### config.mk
export PLATFORM = sky130hd
export DESIGN_NAME = retire_unit
export DESIGN_NICKNAME = d
export VERILOG_FILES = /design/src/rob_pkg.sv /design/src/retire_unit.sv
export SDC_FILE = /design/constraint.sdc
export NUM_CORES = 2
export LEC_CHECK = 0
export ABC_AREA = 1
export ABC_CLOCK_PERIOD_IN_PS = 2300
export BUFFER_PORTS_ARGS = -buffer_cell sky130_fd_sc_hd__buf_2
export CAP_MARGIN = 20
export CORE_ASPECT_RATIO = 0.5
export CORE_MARGIN = 5
export CORE_UTILIZATION = 33
export CTS_CLUSTER_SIZE = 12
export DETAILED_ROUTE_END_ITERATION = 12
export GPL_ROUTABILITY_DRIVEN = 0
export PLACE_DENSITY = 0.51
export RECOVER_POWER = 50
export SYNTH_ARGS = -nofsm -noshare
export SYNTH_HDL_FRONTEND = slang
export SYNTH_SLANG_ARGS = --single-unit
### constraint.sdc
create_clock -name clk -period 2.3 [get_ports clk]
set_clock_uncertainty 0.1 [all_clocks]
set_input_delay 0 -clock clk [delete_from_list [all_inputs] [get_ports clk]]
set_output_delay 0 -clock clk [all_outputs]
set_load 0.005 [all_outputs]
### src/rob_pkg.sv
package rob_pkg;

    // buffer geometry
    localparam int ROB_DEPTH  = 16;
    localparam int ROB_ADDR_W = 4;
    // extra msb is the wrap bit
    localparam int ROB_PTR_W  = 5;

    // lanes
    localparam int DISPATCH_WIDTH = 2;
    localparam int RETIRE_WIDTH   = 2;
    localparam int COMPLETE_PORTS = 2;

    // architectural state
    localparam int NUM_AREGS = 32;
    localparam int AREG_W    = 5;
    localparam int XLEN      = 32;

    typedef logic [ROB_ADDR_W-1:0] rob_addr_t;
    typedef logic [ROB_PTR_W-1:0]  rob_ptr_t;
    typedef logic [AREG_W-1:0]     areg_t;
    typedef logic [XLEN-1:0]       xlen_t;

    // entry life cycle, free must stay zero
    typedef enum logic [1:0] {
        ST_FREE = 2'd0,
        ST_WAIT = 2'd1,
        ST_DONE = 2'd2,
        ST_EXCP = 2'd3
    } entry_state_e;

    // decoded instruction from the front end
    typedef struct packed {
        logic  valid;
        areg_t dst;
        xlen_t pc;
    } dispatch_pkt_t;

    // result from an execution unit
    typedef struct packed {
        logic      valid;
        rob_addr_t rob_addr;
        xlen_t     data;
        logic      exception;
    } complete_pkt_t;

    // instruction leaving the buffer in program order
    typedef struct packed {
        logic  valid;
        logic  excp;
        areg_t dst;
        xlen_t data;
        xlen_t pc;
    } retire_pkt_t;

    // one table slot
    typedef struct packed {
        entry_state_e state;
        areg_t        dst;
        xlen_t        data;
        xlen_t        pc;
    } rob_entry_t;

endpackage

### src/retire_unit.sv
module retire_unit
    import rob_pkg::*;
(
    input  logic                            clk,
    input  logic                            rst_n,
    input  retire_pkt_t [RETIRE_WIDTH-1:0]  retire_pkt,
    input  areg_t                           arch_raddr,
    output logic                            flush,
    output xlen_t                           epc,
    output xlen_t                           arch_rdata
);

    xlen_t arf [NUM_AREGS];
    logic  excp_hit;
    xlen_t excp_pc;

    // pick up a faulting lane, lowest lane first
    always_comb begin
        excp_hit = 1'b0;
        excp_pc  = '0;
        for (int i = RETIRE_WIDTH - 1; i >= 0; i--) begin
            if (retire_pkt[i].valid && retire_pkt[i].excp) begin
                excp_hit = 1'b1;
                excp_pc  = retire_pkt[i].pc;
            end
        end
    end

    // later lane is younger, so it overrides a shared dst
    always_ff @(posedge clk or negedge rst_n) begin
        if (!rst_n) begin
            for (int r = 0; r < NUM_AREGS; r++) begin
                arf[r] <= '0;
            end
        end else begin
            for (int i = 0; i < RETIRE_WIDTH; i++) begin
                if (retire_pkt[i].valid && !retire_pkt[i].excp && retire_pkt[i].dst != '0) begin
                    arf[retire_pkt[i].dst] <= retire_pkt[i].data;
                end
            end
        end
    end

    always_ff @(posedge clk or negedge rst_n) begin
        if (!rst_n) begin
            flush <= 1'b0;
            epc   <= '0;
        end else begin
            flush <= excp_hit && !flush;
            if (excp_hit && !flush) begin
                epc <= excp_pc;
            end
        end
    end

    // r0 is never written
    assign arch_rdata = arf[arch_raddr];

    a_flush_pulse: assert property (
        @(posedge clk) disable iff (!rst_n)
        flush |=> !flush
    ) else $error("flush held for more than one cycle");

    // the buffer must stay silent during the flush cycle
    for (genvar i = 0; i < RETIRE_WIDTH; i++) begin : g_quiet_chk
        a_no_retire_in_flush: assert property (
            @(posedge clk) disable iff (!rst_n)
            flush |-> !(retire_pkt[i].valid && !retire_pkt[i].excp)
        ) else $error("retirement on lane %0d during flush", i);
    end

endmodule

* After elaboration in Yosys (flattened, before gate mapping) *
Index checks and enable logic that the tools add are counted.

storage, ports and cells
  logic and storage cells = 71
  register bits after elaboration = 1057
  output and inout port bits = 65
  bits of input ports = 149

cells by class
  reduce and logical (&&, ||, !) cells = 14
  bitwise gates (word level) = 3
  multiplexer cells = 15
  order comparisons = 5

operators by type and width
  kind                                                       count
  bitwise mux 1024 bit                                       2
  2-to-1 mux 1024 bit                                        2
  demux 32 bit (select 5 bit)                                2
  2-to-1 mux 32 bit                                          6
  binary-select mux 32 bit (select 5 bit)                    1
  greater-or-equal comparator 6 bit (second input constant)  3
  inverter 5 -> 6 bit                                        3
  < comparator 6 x 1 -> 1 bit (second input constant)        2
  nonzero test 5 bit                                         2
  logical AND 1 bit                                          9
  zero test 1 bit                                            3
  2-to-1 mux 1 bit                                           2

* Depth between registers and ports, before layout *
  word-level depth = 9
  depth in mapped cells = 12
  depth with buffers taken out = 10

* Least setup slack after synthesis *
Ideal clock, no wire load.

  kind = input -> register
  start = input retire_pkt[66] in the netlist's numbering
  end = register arf[565] in the netlist's numbering
  path buffers = 3
  arrival time = 1.269 ns
  path slack = 0.798 ns
  cell stages on the path = 10
  required time = 2.067 ns
  setup time = 0.133 ns
  cell sequence = buf_2 -> nand3_2 -> nor2_1 -> inv_1 -> nor2_1 -> buf_2 -> buf_2 -> nand2_1 -> nand3_1 -> o21ai_0

on the way
  word-level cells in the longest chain between the ends = 9
  elaborated cells on any way between the ends = 12
  classes of those cells = order compare (2); mux (6); bitwise (1); reduce/logical (3)

ends and longest elaborated chain
  what                                                                                                           RTL line           text
  start: declaration                                                                                             retire_unit.sv:6   input retire_pkt_t [RETIRE_WIDTH-1:0] retire_pkt,
  inverter 5 -> 6 bit (implied by the code)                                                                      retire_unit.sv:38  arf[retire_pkt[i].dst] <= retire_pkt[i].data;
  greater-or-equal comparator 6 bit (implied by the code) / < comparator 6 x 1 -> 1 bit (equally long branches)  retire_unit.sv:38
  logical AND 1 bit (implied by the code)                                                                        retire_unit.sv:38
  2-to-1 mux 32 bit (implied by the code)                                                                        retire_unit.sv:38
  demux 32 bit (select 5 bit)                                                                                    retire_unit.sv:38
  bitwise mux 1024 bit                                                                                           retire_unit.sv:38
  2-to-1 mux 1024 bit (*)                                                                                        retire_unit.sv:37  if (retire_pkt[i].valid && !retire_pkt[i].excp && retire_pkt[i].dst != '0) begin
  bitwise mux 1024 bit                                                                                           retire_unit.sv:38
  2-to-1 mux 1024 bit (*)                                                                                        retire_unit.sv:37
  end signal: indexed assignment                                                                                 retire_unit.sv:38
  end: declaration                                                                                               retire_unit.sv:13  xlen_t arf [NUM_AREGS];

Every way passes the cells marked *; elsewhere a longest branch is shown, timed or not.
A chain may end at the register's enable or synchronous reset.

* Worst setup path in the final report *
  start = input retire_pkt[135] in the netlist's numbering
  end = register arf[484] in the netlist's numbering

on the way
  word-level cells in the longest chain between the ends = 7
  elaborated cells on any way between the ends = 10
  classes of those cells = order compare (2); mux (4); bitwise (1); reduce/logical (3)

ends and longest elaborated chain
  what                                                                                                           RTL line
  inverter 5 -> 6 bit (implied by the code)                                                                      retire_unit.sv:38
  greater-or-equal comparator 6 bit (implied by the code) / < comparator 6 x 1 -> 1 bit (equally long branches)  retire_unit.sv:38
  logical AND 1 bit (implied by the code)                                                                        retire_unit.sv:38
  2-to-1 mux 32 bit (implied by the code)                                                                        retire_unit.sv:38
  demux 32 bit (select 5 bit)                                                                                    retire_unit.sv:38
  bitwise mux 1024 bit                                                                                           retire_unit.sv:38
  2-to-1 mux 1024 bit (*)                                                                                        retire_unit.sv:37

Marked as above.

==> results_dict.tcl <==
set metrics [dict create \
    hold_path.class "in -> reg" \
    synthSimpleGateAreaFrac_pct 36.63 \
    grt_pass1_vias 60060 \
    grt_max_degree 92 \
    finalCritPeriodShare_pct 97.93 \
    synth-seq-area-share_pct 43.16 \
    std_cell_rows 111 \
    grtUsageTotal_pct 31.18 \
    drive_above_1_share_pct 9.016 \
    htreeDepth 3 \
    syn_area_per_cell_sq_um 6.637 \
    avgRoutedWirePerCell_um 26.14 \
    antenna_found_initial 22 \
    grt_remaining_overflow 0 \
    place_area_sq_um 67850 \
    hpwl_um 187700 \
    crit_fanout 15 \
    clk_path_buf_depth 3 \
    coreArea_sq_um 183900 \
    vias 65640 \
    synth_top_family_by_area "simple AND/OR/NAND/NOR gates" \
    dieArea_sq_um 195000 \
    hold_viol 0 \
    fin_nets 9546 \
    cp.required_ps 2890 \
    leakage_uw 0.03799 \
    final_cell_mix "nand2_1, nand3_1, dfrtp_1" \
    max_cap_violations 0 \
    max_clock_freq_mhz 444.0 \
    nFillCells 19430 \
    pin_count 214 \
    totalWireLength_um 313000 \
    root_buffer "clkbuf_16" \
    ys_seq_elements 1057 \
    viasPerCell 5.483 \
    drc 0 \
    synth.distinct_cells 25 \
    path_clk_slew_ps 60 \
    yosys_warnings 0 \
    start_kind "input port" \
    synthMuxAreaShare_pct 0 \
    ant_nets 0 \
    die_w_um 619.5 \
    clkSinkCount 1057 \
    syn-cell-area_sq_um 61290 \
    layout_commonest_cell "nand2_1" \
    io_buffers 213 \
    syn_nets 9384 \
    status "complete, no violations" \
    finish.utilization_pct 40.14 \
    syn_inst 9235 \
    cts_tree "done" \
    max-slew-margin-rel_pct 14.13 \
    tightest_slew_ps 1288 \
    final_area_sq_um 73810 \
    min_period_ps 2252 \
    dr.pass1.iters 8 \
    numCtsBuffers 109 \
    synth_compound_area_share_pct 9.730 \
    peakVddDrop_v 0.0005765 \
    finalSetupViolations 0 \
    power.density_nw_per_um2 787.6 \
    setup-tns-final_ps 0 \
    clk_latency_ps 730 \
    grt_first_pass_wirelength_um 446600 \
    dieHeight_um 314.7 \
    endpoint_kind "register" \
    slew_violations 0 \
    syn_to_final_growth_pct 20.44 \
    synth_xor_area_share_pct 0 \
    initial_utilization_pct 33.33 \
    criticalPathCategory "in -> reg" \
    drt_iter0_drc 8516 \
    hold_slack_ps 51.57 \
    synth_adder_area_share_pct 0 \
    arrival_ps 2850 \
]
==> metal layers <==
metal,global-route usage [%],up-vias,part of all wire [%]
met4,12.10,2,4.7
met2,46.06,3573,42
met1,44.42,31670,43
met3,6.675,709,11
li1,-,29690,-
met5,0,-,0.0032
==> per-stage QoR <==
stage / cells / setup WS [ps] / power, uW
floorplan: 9235 / 797.9 / 34880
global placement: 11510 / 103.2 / 39120
detailed placement: 11510 / 84.22 / 39350
CTS: 11950 / 1.884 / 58110
global route: 11970 / -2.789 / 61630
finish: 11970 / 47.72 / 58130
==> sequential cells by signal, indices dropped and copies added (netlist names) <==
name and cells:
arf 1024, flush 1, epc 32
==> power by group <==
group	switching, uW	total, uW	internal [uW]	leakage [uW]
combinational	8330	14100	5790	0.0240
clock	8540	18300	9740	0.00167
sequential	2490	25700	23200	0.0123
total	19400	58100	38800	0.0380
==> kinds of logic (layout without fill, tap and decap cells) <==
group | count (synthesis) | count (layout)
and+or+nand+nor | 5419 | 5419
buffers and inverters | 1675 | 1912
DFF | 1057 | 1057
AOI/OAI and AO/OA | 1084 | 1084
other | 0 | 14
==> final cells by class <==
type	count	area (sq um)	share of cell area [%]
multi-input cells	6503	28780	39.00
well taps	2486	3110	4.214
repair buffers	895	8875	12.02
clock buffers	165	3148	4.265
inverters	831	3144	4.260
diodes	14	35.03	0.04746
clock inverters	21	265.3	0.3594
flip-flops and latches	1057	26450	35.84
==> worst max-delay path: stages <==
cell,delay [ps]
dlygate4sd3_1,540
buf_2,170
nor2_1,270
nand3_1,180
nor2_4,200
buf_6,240
nand2_1,70
dlygate4sd3_1,560
nand2_1,60
dlygate4sd3_1,530
==> repair_timing <==
action / in CTS / in global routing
gates cloned: 0 / 1
pin swaps: 0 / 2
hold endpoints to repair: 1873 / 0
endpoints found under the setup margin: 3 / 25
buffers inserted: 0 / 4
hold buffers: 263 / 0
resized for setup: 3 / 19
==> final timing paths <==
path / start / cells past startpoint / slack, ps / endpoint
max in group asynchronous: rst_n / 4 / 170 / arf[557]
worst max register to register: flush / 6 / 340 / epc[7]
worst max-delay path: retire_pkt[135] / 10 / 50 / arf[484]
worst min register to register: arf[1007] / 0 / 280 / arf[1007]
min in group asynchronous: rst_n / 4 / 1120 / arf[264]
worst min-delay path: retire_pkt[82] / 4 / 50 / epc[11]
==> Yosys cell counts <==
library cell	n	area, sq um
clkbuf_1	690	2590
buf_2	107	535.5
o21ai_1	61	305.3
inv_2	7	26.28
nor3_1	30	150.1
a21oi_1	3	15.01
o211ai_1	128	960.9
nand2_1	3512	13180
dfrtp_1	1057	26450
nand3_2	2	20.02
o22ai_1	31	193.9
o31ai_1	20	150.1
nor2_1	320	1201
nor2_2	5	31.28
nor3_2	6	60.06
o21ai_0	738	3694
nor2_4	1	11.26
nand4_1	56	350.3
clkinv_1	8	30.03
nand2_2	1	6.260
buf_1	46	172.7
a31oi_1	103	644.4
nand3_1	1486	7437
inv_1	816	3063
buf_4	1	7.510
Power figures use the tool's default switching activity.
