[src/rob_pkg.sv]
package rob_pkg;

    // buffer geometry
    localparam int ROB_DEPTH  = 16;
    localparam int ROB_ADDR_W = 4;
    // extra msb is the wrap bit
    localparam int ROB_PTR_W  = 5;

    // lanes
    localparam int DISPATCH_WIDTH = 2;
    localparam int RETIRE_WIDTH   = 2;
    localparam int COMPLETE_PORTS = 2;

    // architectural state
    localparam int NUM_AREGS = 32;
    localparam int AREG_W    = 5;
    localparam int XLEN      = 32;

    typedef logic [ROB_ADDR_W-1:0] rob_addr_t;
    typedef logic [ROB_PTR_W-1:0]  rob_ptr_t;
    typedef logic [AREG_W-1:0]     areg_t;
    typedef logic [XLEN-1:0]       xlen_t;

    // entry life cycle, free must stay zero
    typedef enum logic [1:0] {
        ST_FREE = 2'd0,
        ST_WAIT = 2'd1,
        ST_DONE = 2'd2,
        ST_EXCP = 2'd3
    } entry_state_e;

    // decoded instruction from the front end
    typedef struct packed {
        logic  valid;
        areg_t dst;
        xlen_t pc;
    } dispatch_pkt_t;

    // result from an execution unit
    typedef struct packed {
        logic      valid;
        rob_addr_t rob_addr;
        xlen_t     data;
        logic      exception;
    } complete_pkt_t;

    // instruction leaving the buffer in program order
    typedef struct packed {
        logic  valid;
        logic  excp;
        areg_t dst;
        xlen_t data;
        xlen_t pc;
    } retire_pkt_t;

    // one table slot
    typedef struct packed {
        entry_state_e state;
        areg_t        dst;
        xlen_t        data;
        xlen_t        pc;
    } rob_entry_t;

endpackage

[src/rename_dispatch.sv]
module rename_dispatch
    import rob_pkg::*;
(
    input  logic                               clk,
    input  logic                               rst_n,
    input  dispatch_pkt_t [DISPATCH_WIDTH-1:0] decode_in,
    input  logic                               rob_ready,
    input  logic                               flush,
    output dispatch_pkt_t [DISPATCH_WIDTH-1:0] disp_pkt,
    output logic                               dispatch_stall
);

    dispatch_pkt_t [DISPATCH_WIDTH-1:0] held_q;
    dispatch_pkt_t [DISPATCH_WIDTH-1:0] compact_in;
    logic                               held_any;
    logic                               load;

    // squeeze valid lanes toward lane 0 so the buffer fills in order
    always_comb begin
        int unsigned slot;
        compact_in = '0;
        slot = 0;
        for (int i = 0; i < DISPATCH_WIDTH; i++) begin
            if (decode_in[i].valid) begin
                compact_in[slot] = decode_in[i];
                slot = slot + 1;
            end
        end
    end

    always_comb begin
        held_any = 1'b0;
        for (int i = 0; i < DISPATCH_WIDTH; i++) begin
            held_any = held_any | held_q[i].valid;
        end
    end

    // held pair leaves whenever the buffer has room
    assign load           = !held_any || rob_ready;
    assign dispatch_stall = held_any && !rob_ready;

    always_ff @(posedge clk or negedge rst_n) begin
        if (!rst_n) begin
            held_q <= '0;
        end else if (flush) begin
            held_q <= '0;
        end else if (load) begin
            held_q <= compact_in;
        end
    end

    assign disp_pkt = held_q;

    a_lane_order: assert property (
        @(posedge clk) disable iff (!rst_n)
        disp_pkt[1].valid |-> disp_pkt[0].valid
    ) else $error("lane 1 valid without lane 0 on disp_pkt");

endmodule

[config.mk]
export PLATFORM = sky130hd
export DESIGN_NAME = rename_dispatch
export DESIGN_NICKNAME = d
export VERILOG_FILES = /design/src/rob_pkg.sv /design/src/rename_dispatch.sv
export SDC_FILE = /design/constraint.sdc
export NUM_CORES = 1
export LEC_CHECK = 0
export BUFFER_PORTS_ARGS = -buffer_cell sky130_fd_sc_hd__buf_2
export CAP_MARGIN = 20
export CORE_UTILIZATION = 42
export DETAILED_ROUTE_END_ITERATION = 8
export GPL_ROUTABILITY_DRIVEN = 0
export PLACE_DENSITY = 0.77
export SLEW_MARGIN = 30
export SYNTH_ARGS = -nofsm -noshare
export SYNTH_HDL_FRONTEND = slang
export SYNTH_SLANG_ARGS = --single-unit
[constraint.sdc]
create_clock -name clk -period 1.2 [get_ports clk]
set_input_delay 0.18 -clock clk [delete_from_list [all_inputs] [get_ports clk]]
set_output_delay 0.18 -clock clk [all_outputs]
set_load 0.02 [all_outputs]
Yosys cells after proc, flatten, opt, wreduce, memory -nomap -nowiden
Cells that the tools add are included.
{"block": "word_totals", "ff_bits": 76, "latchBits": 0, "mem_bits_rw": 0, "rom_bits": 0, "elab_cells": 23, "n_memories": 0}
{"block": "classes", "addsub": 0, "n_mul": 0, "n_div": 0, "n_lt_le_gt_ge": 2, "eq_ne": 0, "shifts": 0, "muxes": 8, "n_bitwise": 1, "reduce_logical": 6}
{"cell": "$mux 76", "n": 3}
{"cell": "$bwmux 76", "n": 1}
{"cell": "$mux 38", "n": 2}
{"cell": "$demux 38 s1", "n": 1}
{"cell": "$ge 32x1->1 const B", "n": 1}
{"cell": "$lt 32x2->1 const B", "n": 1}
{"cell": "$logic_and 1x1->1", "n": 2}
{"cell": "$logic_not 1->1", "n": 2}
{"cell": "$reduce_bool 2->1", "n": 1}
{"cell": "$logic_or 1x1->1", "n": 1}
{"cell": "$mux 1", "n": 1}
{"cell": "$or 1x1->1", "n": 1}

Depth between registers and ports, before layout
Gate-level depths: netlist (run 1).
{"block": "depth", "depth_word": 9, "mapped_depth": 6, "ltp_nobuf": 4}

Worst setup path after synthesis (run 1)
OpenSTA, ideal clock, no wires.
{"block": "synth_timing", "path_kind": "register to register", "startpoint": "register held_q (netlist bit disp_pkt[75])", "endpoint": "register held_q (netlist bit disp_pkt[45])", "t_arrival_ps": 1389, "required_time_ps": 1133, "slack_ps": -256, "stages_incl_launch_ff": 7, "n_path_buf": 2, "synth_period_minus_slack_ps": 1456, "path_cell_list": "dfrtp_1 > o21bai_2 > inv_2 > nor3b_2 > buf_4 > buf_6 > a32o_1"}
{"block": "synth_via", "elab_chain_len": 4}
{"element": "from (decl)", "line_no": "rename_dispatch.sv:13", "rtl": "dispatch_pkt_t [DISPATCH_WIDTH-1:0] held_q;"}
{"element": "from (signal assigned)", "line_no": "rename_dispatch.sv:48", "rtl": "held_q <= compact_in;"}
{"element": "$or 1x1->1", "line_no": "rename_dispatch.sv:34", "rtl": "held_any = held_any | held_q[i].valid;"}
{"element": "$logic_not 1->1", "line_no": "rename_dispatch.sv:39", "rtl": "assign load = !held_any || rob_ready;"}
{"element": "$logic_or 1x1->1", "line_no": "rename_dispatch.sv:39"}
{"element": "$reduce_bool 2->1 (no source line)"}
Every way passes these cells.
A chain may end at the register's enable or synchronous reset.

Worst setup path in the final report (run 1)
{"block": "layout_timing", "startpoint": "register held_q (netlist bit disp_pkt[37])", "endpoint": "output dispatch_stall"}
{"block": "layout_via", "elab_chain_len": 2}
{"element": "$or 1x1->1", "line_no": "rename_dispatch.sv:34"}
{"element": "$logic_and 1x1->1", "line_no": "rename_dispatch.sv:40", "rtl": "assign dispatch_stall = held_any && !rob_ready;"}
{"element": "to (decl)", "line_no": "rename_dispatch.sv:10", "rtl": "output logic dispatch_stall"}
Every way passes these cells.

==> results of run 1 <==
## synthesized netlist by cell type
library cell  number  area share, %
clkbuf_1          12            1.4
nor2_1             1           0.11
nand2_1           75            8.6
buf_4              4           0.92
a21oi_1            1           0.15
o21ai_0           38            5.8
nor3b_2            1           0.38
o21bai_2           1           0.34
a22o_1            38             10
dfrtp_1           76             58
buf_6              2           0.69
nor2_2             1           0.19
buf_2             13            2.0
inv_2              1           0.11
a32o_1            37             11
## path summary, 6_finish.rpt
check,start,to,depth (start not counted)
max,disp_pkt[37],dispatch_stall,4
min,decode_in[42],disp_pkt[42],2
max reg2reg,disp_pkt[37],disp_pkt[60],6
min reg2reg,disp_pkt[72],disp_pkt[72],1
max in group asynchronous,rst_n,disp_pkt[9],3
min in group asynchronous,rst_n,disp_pkt[67],3
## routing by layer
metal  up-vias  track usage [%]  wire length (um)
met2       140            34.92              4552
met4         0            8.199                95
met5         -                0                 0
li1       1450                -                 -
met1      1480            28.52              4170
met3         6            5.387               659
## logic make-up (layout without fill, tap and decap cells)
kind of cell           after synthesis  count (layout)  share of synthesized area [%]
AND/OR/NAND/NOR                     78              78                          9.264
flip-flops                          76              76                          57.95
AO/OA/AOI/OAI                      115             115                          27.72
buffers and inverters               32             205                          5.070
## where the power goes
group,internal (mW),switching (mW)
registers,2.69,0.0750
clock network,1.22,0.898
logic,0.495,0.625
## layout make-up
cell class | count | area, um2
Fill cell | 602 | 2600
Sequential cell | 76 | 1904
Timing Repair Buffer | 188 | 1323
Multi-Input combinational cell | 193 | 1235
Clock buffer | 11 | 141.4
Tap cell | 99 | 123.9
Clock inverter | 5 | 75.07
Inverter | 1 | 6.256
## per-stage QoR
stage | cells | setup slack (ns)
after global routing | 573 | -0.2642
after CTS | 562 | -0.2172
after global placement | 543 | -0.1127
final | 573 | -0.2161
after detailed placement | 543 | -0.1738
after floorplan | 301 | -0.2028
## timing repair
item | in CTS | in global routing
endpoints found under the hold margin | 76 | 0
setup endpoints to repair | 78 | 78
hold buffers | 1 | 0
pin swaps | 1 | 40
gates resized for setup | 8 | 3
buffers inserted | 2 | 3
gates cloned | 0 | 10
==> flow_summary.yaml, run 1 <==
power:
  total_power_mw: 5.997
  cellPowerDensity_mw_per_mm2: 1247
  ir_drop_mv: 0.6753
  leakage_nw: 2.556
status:
  violations: "negative setup slack"
  status: "complete, but fails checks"
sta:
  relSlewSlack_pct: 71.48
  fin_crit_sh_pct: 118.0
  drv_slew: 0
  whs_ns: 0.1021
  setup_viol: 77
  period_needed_ns: 1.416
  rsz0062_at_grt: "yes"
  layout_setup_ws_ns: -0.2161
  finalHoldViolCount: 0
  fmax_ghz: 0.7062
  skew_ns: 0.01375
  worst_pin_slew_ns: 0.4278
  finalSetupTns_ns: -14.32
finish:
  final_area_mm2: 0.004808
  fin_nets: 549
  post-route-util_pct: 64.90
  layout_common_cells: "buf_2 (152), nand2_1 (75), dfrtp_1 (74), o21ai_0 (38), a22o_1 (38)"
  layout_commonest_cell: "buf_2"
  diodes: 0
  drive_above_1_share_pct: 44.09
  largest_register_ffs: 76
  syn_to_final_growth_pct: 46.51
die:
  die_w_um: 90.40
  die_area_mm2: 0.008171
  coreArea_mm2: 0.007408
  die_height_um: 90.40
  row_count: 31
  io_pins: 157
  start_util_pct: 44.30
clocking:
  cts_buffers: 9
  htreeDepth: 3
  cts_tree: "done"
  cts_buffer_depth: 2
  clockRootBuffer: "clkbuf_8"
  worstSkewPairLatency_ns: 0.34
  clkSinkCount: 76
  clk_pin_slew_worst_paths_ns: 0.09
global_routing:
  grt_max_degree: 44
  grt_use_total_pct: 21.78
  antenna_found_initial: 0
  overflow: 0
  grt_pass1_vias: 2899
  grt_pass1_wl_um: 14210
routing:
  post_drt_wl_per_cell_um: 16.54
  antenna_left: 0
  first_pass_iters: 4
  drcViolationCount: 0
  drt_iter0_drc: 129
  vias: 3076
  routed_wl_um: 9478
  viasPerCell: 5.368
synth:
  yosys_warnings: 0
  syn_area_mm2: 0.003282
  synth_nets: 381
  synth_area_per_cell_um2: 10.90
  seq_area_frac_synth_pct: 57.95
  synth.ff_latch_count: 76
  ys_types: 15
  syn-instance-count: 301
critical_path:
  endpoint_kind: "primary output"
  crit_required_ns: 1.02
  cp_common_cell: "buf_6"
  slowest_delay_ns: 0.43
  cp_num_buf_inv: 3
  crit_slowest_cell: "dfrtp_2"
  path_max_fanout: 3
  arrival_ns: 1.24
  critPathTopFamily: "flip-flops"
  reg2reg_slack_ns: -0.22
  path_cells: "o21bai_4, inv_4, buf_6, buf_6"
  start_kind: "flip-flop"
  setup.worst_path.class: "flip-flop to primary output"
run:
  maxCapViolCount: 0
min_path:
  hold_class: "input pin to flip-flop"
placed_design:
  placed_cell_area_mm2: 0.004300
  io_buffer_count: 156
  hpwl_um: 6095
No activity file was read; power rests on OpenSTA's default activity.
==> run 2, diff against run 1 <==
PLACE_DENSITY = 0.78   (was 0.77)
==> flow_summary.yaml, run 2 (same netlist as run 1, synthesis figures left out) <==
clocking:
  worstSkewPairLatency_ns: 0.34
  clockRootBuffer: "clkbuf_8"
  cts_buffers: 9
  clkSinkCount: 76
  cts_buffer_depth: 2
  htreeDepth: 3
  cts_tree: "done"
  clk_pin_slew_worst_paths_ns: 0.09
routing:
  viasPerCell: 5.401
  drt_iter0_drc: 158
  vias: 3073
  post_drt_wl_per_cell_um: 16.37
  drcViolationCount: 0
  first_pass_iters: 4
  antenna_left: 0
  routed_wl_um: 9315
sta:
  setup_viol: 78
  drv_slew: 0
  rsz0062_at_grt: "yes"
  worst_pin_slew_ns: 0.3269
  skew_ns: 0.01783
  whs_ns: 0.1004
  fmax_ghz: 0.6563
  layout_setup_ws_ns: -0.3237
  fin_crit_sh_pct: 127.0
  period_needed_ns: 1.524
  relSlewSlack_pct: 78.21
  finalHoldViolCount: 0
  finalSetupTns_ns: -19.92
status:
  status: "complete, but fails checks"
  violations: "negative setup slack"
finish:
  seq_area_mm2: 0.001904
  fin_nets: 545
  layout_common_cells: "buf_2 (152), nand2_1 (75), dfrtp_1 (74), o21ai_0 (38), a22o_1 (38)"
  layout_commonest_cell: "buf_2"
  final_area_mm2: 0.004732
  syn_to_final_growth_pct: 44.19
  largest_register_ffs: 76
  fillCellCount: 630
  multi_input_area_mm2: 0.001240
  diodes: 0
  stdcell_count: 569
  drive_above_1_share_pct: 43.62
die:
  coreArea_mm2: 0.007408
  die_height_um: 90.40
  die_area_mm2: 0.008171
  row_count: 31
  die_w_um: 90.40
  io_pins: 157
  start_util_pct: 44.30
run:
  maxCapViolCount: 0
placed_design:
  placed_cell_area_mm2: 0.004310
  place_inst: 542
  io_buffer_count: 156
  hpwl_um: 6201
global_routing:
  grt_pass1_wl_um: 15100
  antenna_found_initial: 0
  overflow: 0
  grt_max_degree: 55
  grt_use_total_pct: 23.36
  grt_pass1_vias: 3093
critical_path:
  crit_required_ns: 1.02
  arrival_ns: 1.34
  endpoint_kind: "primary output"
  setup.worst_path.class: "flip-flop to primary output"
  path_max_fanout: 2
  start_kind: "flip-flop"
power:
  cellPowerDensity_mw_per_mm2: 1292
  ir_drop_mv: 0.9024
  leakage_nw: 2.517
min_path:
  hold_class: "input pin to flip-flop"
[run 2: stage by stage]
stage / power, mW / utilization (%) / worst slack (ns)
6_report: 6.115 / 63.87 / -0.3237
5_1_grt: 6.404 / 63.87 / -0.3802
4_1_cts: 6.134 / 62.84 / -0.3257
3_5_place_dp: 3.830 / 58.18 / -0.2232
3_3_place_gp: 3.801 / 58.18 / -0.1310
2_1_floorplan: 3.332 / - / -0.2028
[run 2: where the power goes]
group	leakage, nW	internal [mW]	switching (mW)
combinational	1.38	0.485	0.626
sequential	1.03	2.69	0.0736
clock	0.116	1.34	0.901
total	2.52	4.51	1.60
[run 2: path summary, 6_finish.rpt]
| check | startpoint | endpoint | slack (ns) | cells after the start |
|---|---|---|---|---|
| max in group asynchronous | rst_n | disp_pkt[51] | 0.43 | 3 |
| hold / removal | decode_in[42] | disp_pkt[42] | 0.10 | 2 |
| setup / recovery | disp_pkt[37] | dispatch_stall | -0.32 | 5 |
| hold reg to reg | disp_pkt[41] | disp_pkt[41] | 0.49 | 1 |
| min in group asynchronous | rst_n | disp_pkt[2] | 0.28 | 2 |
| setup reg to reg | disp_pkt[37] | disp_pkt[54] | -0.31 | 7 |
[run 2: layout make-up]
cell class / instances / area share [%]
inverters: 1 / 0.1322
clock inverters: 3 / 1.428
repair buffers: 184 / 25.81
clock buffers: 13 / 3.570
flip-flops and latches: 76 / 40.24
multi-input cells: 193 / 26.20
well taps: 99 / 2.618
[run 2: worst max-delay path, stage by stage (launching register included)]
cell and delay, ns:
dfrtp_2 0.44, o21bai_4 0.17, inv_4 0.05, buf_6 0.11, buf_6 0.11, buf_6 0.12
[run 2: repair_timing]
item	4_1_cts	5_1_grt
endpoints found under the hold margin	21	0
pin swaps	1	13
setup endpoints to repair	79	78
gates resized for setup	11	2
buffers inserted	5	1
gates cloned	1	3
hold buffers	1	0
[run 2: layer usage]
metal / GRT usage [%] / part of all wire (%)
met3: 7.660 / 6.6
met1: 29.91 / 44
met5: 0 / 0
met4: 6.048 / 1.5
met2: 38.17 / 48
==> run 3, diff against run 2 <==
ABC_AREA = 1   (was unset)
CORE_UTILIZATION = 45   (was 42)
MAX_ROUTING_LAYER = met4   (was unset)
==> flow_summary.yaml, run 3 <==
clocking:
  worstSkewPairLatency_ns: 0.35
  htreeDepth: 3
  clk_pin_slew_worst_paths_ns: 0.08
  cts_buffers: 9
  clockRootBuffer: "clkbuf_8"
  cts_buffer_depth: 2
  clkSinkCount: 76
  cts_tree: "done"
power:
  p_int_mw: 4.196
  clock_power_share_pct: 31.5
  ir_drop_mv: 0.5584
  pwr-share-seq_pct: 45.2
  cellPowerDensity_mw_per_mm2: 1132
  leakage_nw: 3.199
  power.switching_mw: 1.923
  total_power_mw: 6.119
  swShare_pct: 31.42
  combPwrFrac_pct: 23.3
routing:
  post_drt_wl_per_cell_um: 16.07
  routed_wl_um: 13030
  drcViolationCount: 11
  first_pass_iters: 7
  viasPerCell: 5.678
  drt_iter0_drc: 309
  antenna_left: 0
  vias: 4605
die:
  row_count: 34
  die_w_um: 98.04
  die_area_mm2: 0.009611
  coreArea_mm2: 0.008806
  die_height_um: 98.04
  io_pins: 157
  start_util_pct: 47.13
synth:
  yosysTopAreaCell: "dfrtp_1"
  syn_area_mm2: 0.004150
  ys_top_cells_by_area: "dfrtp_1 (46%), nand2_1 (17%), nand3_1 (14%)"
  seq_area_frac_synth_pct: 45.82
  synth_top_area_share_pct: 45.82
  synth_area_per_cell_um2: 7.411
  synth_top_flop_cell: "dfrtp_1"
  synth.ff_latch_count: 76
  synth.most_common_cell: "nand2_1"
  ys_types: 14
  syn-instance-count: 560
  synth_top_cells_by_count: "nand2_1 (189), nand3_1 (112), dfrtp_1 (76), nand4_1 (76), nor2_1 (37)"
  synth-async-reset-ratio_pct: 100.0
  synth-edff-count: 0
  yosys_warnings: 0
  synth_nets: 640
global_routing:
  grt_util_met3_pct: 5.583
  grt_pass1_wl_um: 20980
  antenna_found_initial: 2
  overflow: 0
  grt_max_degree: 77
  grt_busiest_layer: "met2"
  grt_use_total_pct: 27.89
  met2_usage_pct: 42.20
  met1_usage_pct: 37.84
  grt_pass1_vias: 4364
min_path:
  hp-start: "decode_in[20]"
  hold_class: "input pin to flip-flop"
  holdPathStages: 5
  hold_end: "disp_pkt[20]"
sta:
  worst_pin_slew_ns: 0.4388
  finalHoldViolCount: 0
  layout_setup_ws_ns: -0.1724
  whs_ns: 0.1415
  fmax_ghz: 0.7286
  drv_slew: 0
  relSlewSlack_pct: 70.75
  skew_ns: 0.005730
  rsz0062_at_grt: "yes"
  period_needed_ns: 1.372
  setup_viol: 48
  fin_crit_sh_pct: 114.4
  finalSetupTns_ns: -1.322
finish:
  syn_to_final_growth_pct: 30.30
  post-route-util_pct: 61.41
  drive_above_1_share_pct: 29.96
  layout_common_cells: "nand2_1 (189), buf_2 (152), nand3_1 (112), nand4_1 (76), dfrtp_1 (74)"
  fillCellCount: 800
  fin_nets: 777
  largest_register_ffs: 76
  layout_commonest_cell: "nand2_1"
run:
  maxCapViolCount: 0
placed_design:
  dp_slack_ns: 0.01755
  io_buffer_count: 156
  hpwl_um: 7975
critical_path:
  setup.worst_path.class: "flip-flop to primary output"
  reg2reg_slack_ns: -0.05
  rr_startpoint: "disp_pkt[75]"
  start_kind: "flip-flop"
  path_max_fanout: 2
  endpoint_kind: "primary output"
  reg2reg_depth: 7
  arrival_ns: 1.19
  reg2reg_to: "disp_pkt[28]"
  crit_required_ns: 1.02
status:
  violations: "design-rule violations, negative setup slack"
  status: "complete, but fails checks"
## run 3: cell count changes after synthesis, sizes merged, moves of 4 or more
cell	before	now
a22o	38	0
a32o	37	0
buf	19	44
clkbuf	12	16
inv	1	7
nand2	75	191
nand3	0	112
nand4	0	76
nor2	2	37
o21ai	38	0
## run 3: power groups by stage
stage	Combinational (mW)	Sequential [mW]	Clock, mW
after floorplan	0.611	2.96	0
after global placement	1.30	2.81	0
after detailed placement	1.32	2.81	0
after CTS	1.36	2.76	1.97
after global routing	1.55	2.78	2.09
final	1.43	2.77	1.93
## run 3: final cells by class
type / instances / area, um2 / area share (%)
sequential: 76 / 1904 / 35.22
antenna: 2 / 5.005 / 0.09255
clock buffer: 10 / 137.6 / 2.545
tap: 108 / 135.1 / 2.499
clock inverter: 5 / 52.55 / 0.9718
multi-input combinational: 417 / 1914 / 35.40
inverter: 7 / 31.28 / 0.5784
timing repair buffer: 186 / 1227 / 22.70
## run 3: cells by family (layout without fill, tap and decap cells)
| group | after synthesis | count (layout) | share of synthesized area, % |
|---|---|---|---|
| buffers and inverters | 67 | 208 | 8.291 |
| DFF | 76 | 76 | 45.82 |
| other | 0 | 2 | 0 |
| and+or+nand+nor | 417 | 417 | 45.88 |
## run 3: worst max path at each step
| stage | from | to | slack (ns) | depth (start not counted) |
|---|---|---|---|---|
| 6_report | disp_pkt[75] | dispatch_stall | -0.17 | 6 |
| 5_1_grt | disp_pkt[75] | dispatch_stall | -0.23 | 6 |
| 4_1_cts | disp_pkt[75] | dispatch_stall | -0.18 | 6 |
| 3_5_place_dp | disp_pkt[37] | disp_pkt[33] | 0.02 | 6 |
| 3_3_place_gp | disp_pkt[37] | dispatch_stall | 0.03 | 6 |
| 2_1_floorplan | disp_pkt[37] | dispatch_stall | 0.0004 | 6 |
## run 3: critical path, cell delays in order, from the launching register on
cell and delay (ns):
dfrtp_2 0.42, inv_2 0.07, nand2_4 0.05, nand2_4 0.07, buf_12 0.10, inv_4 0.02, buf_6 0.11
## run 3: what timing repair did
item / in CTS / in global routing
setup endpoints to repair: 4 / 74
hold buffers: 1 / 0
gates resized for setup: 10 / 3
endpoints found under the hold margin: 76 / 0
cloned: 0 / 3
setup buffers: 4 / 1
pin swaps: 2 / 2
## run 3: stage by stage
stage / area (um2) / std cells
3_5_place_dp: 5051 / 785
3_3_place_gp: 5051 / 785
4_1_cts: 5309 / 805
6_report: 5408 / 811
5_1_grt: 5408 / 811
2_1_floorplan: 4153 / 560
## run 3: per-layer routing
layer	share of wire, %	routed length [um]
met4	0.86	112
met3	9.9	1290
met5	0	0
met2	47	6072
met1	43	5554
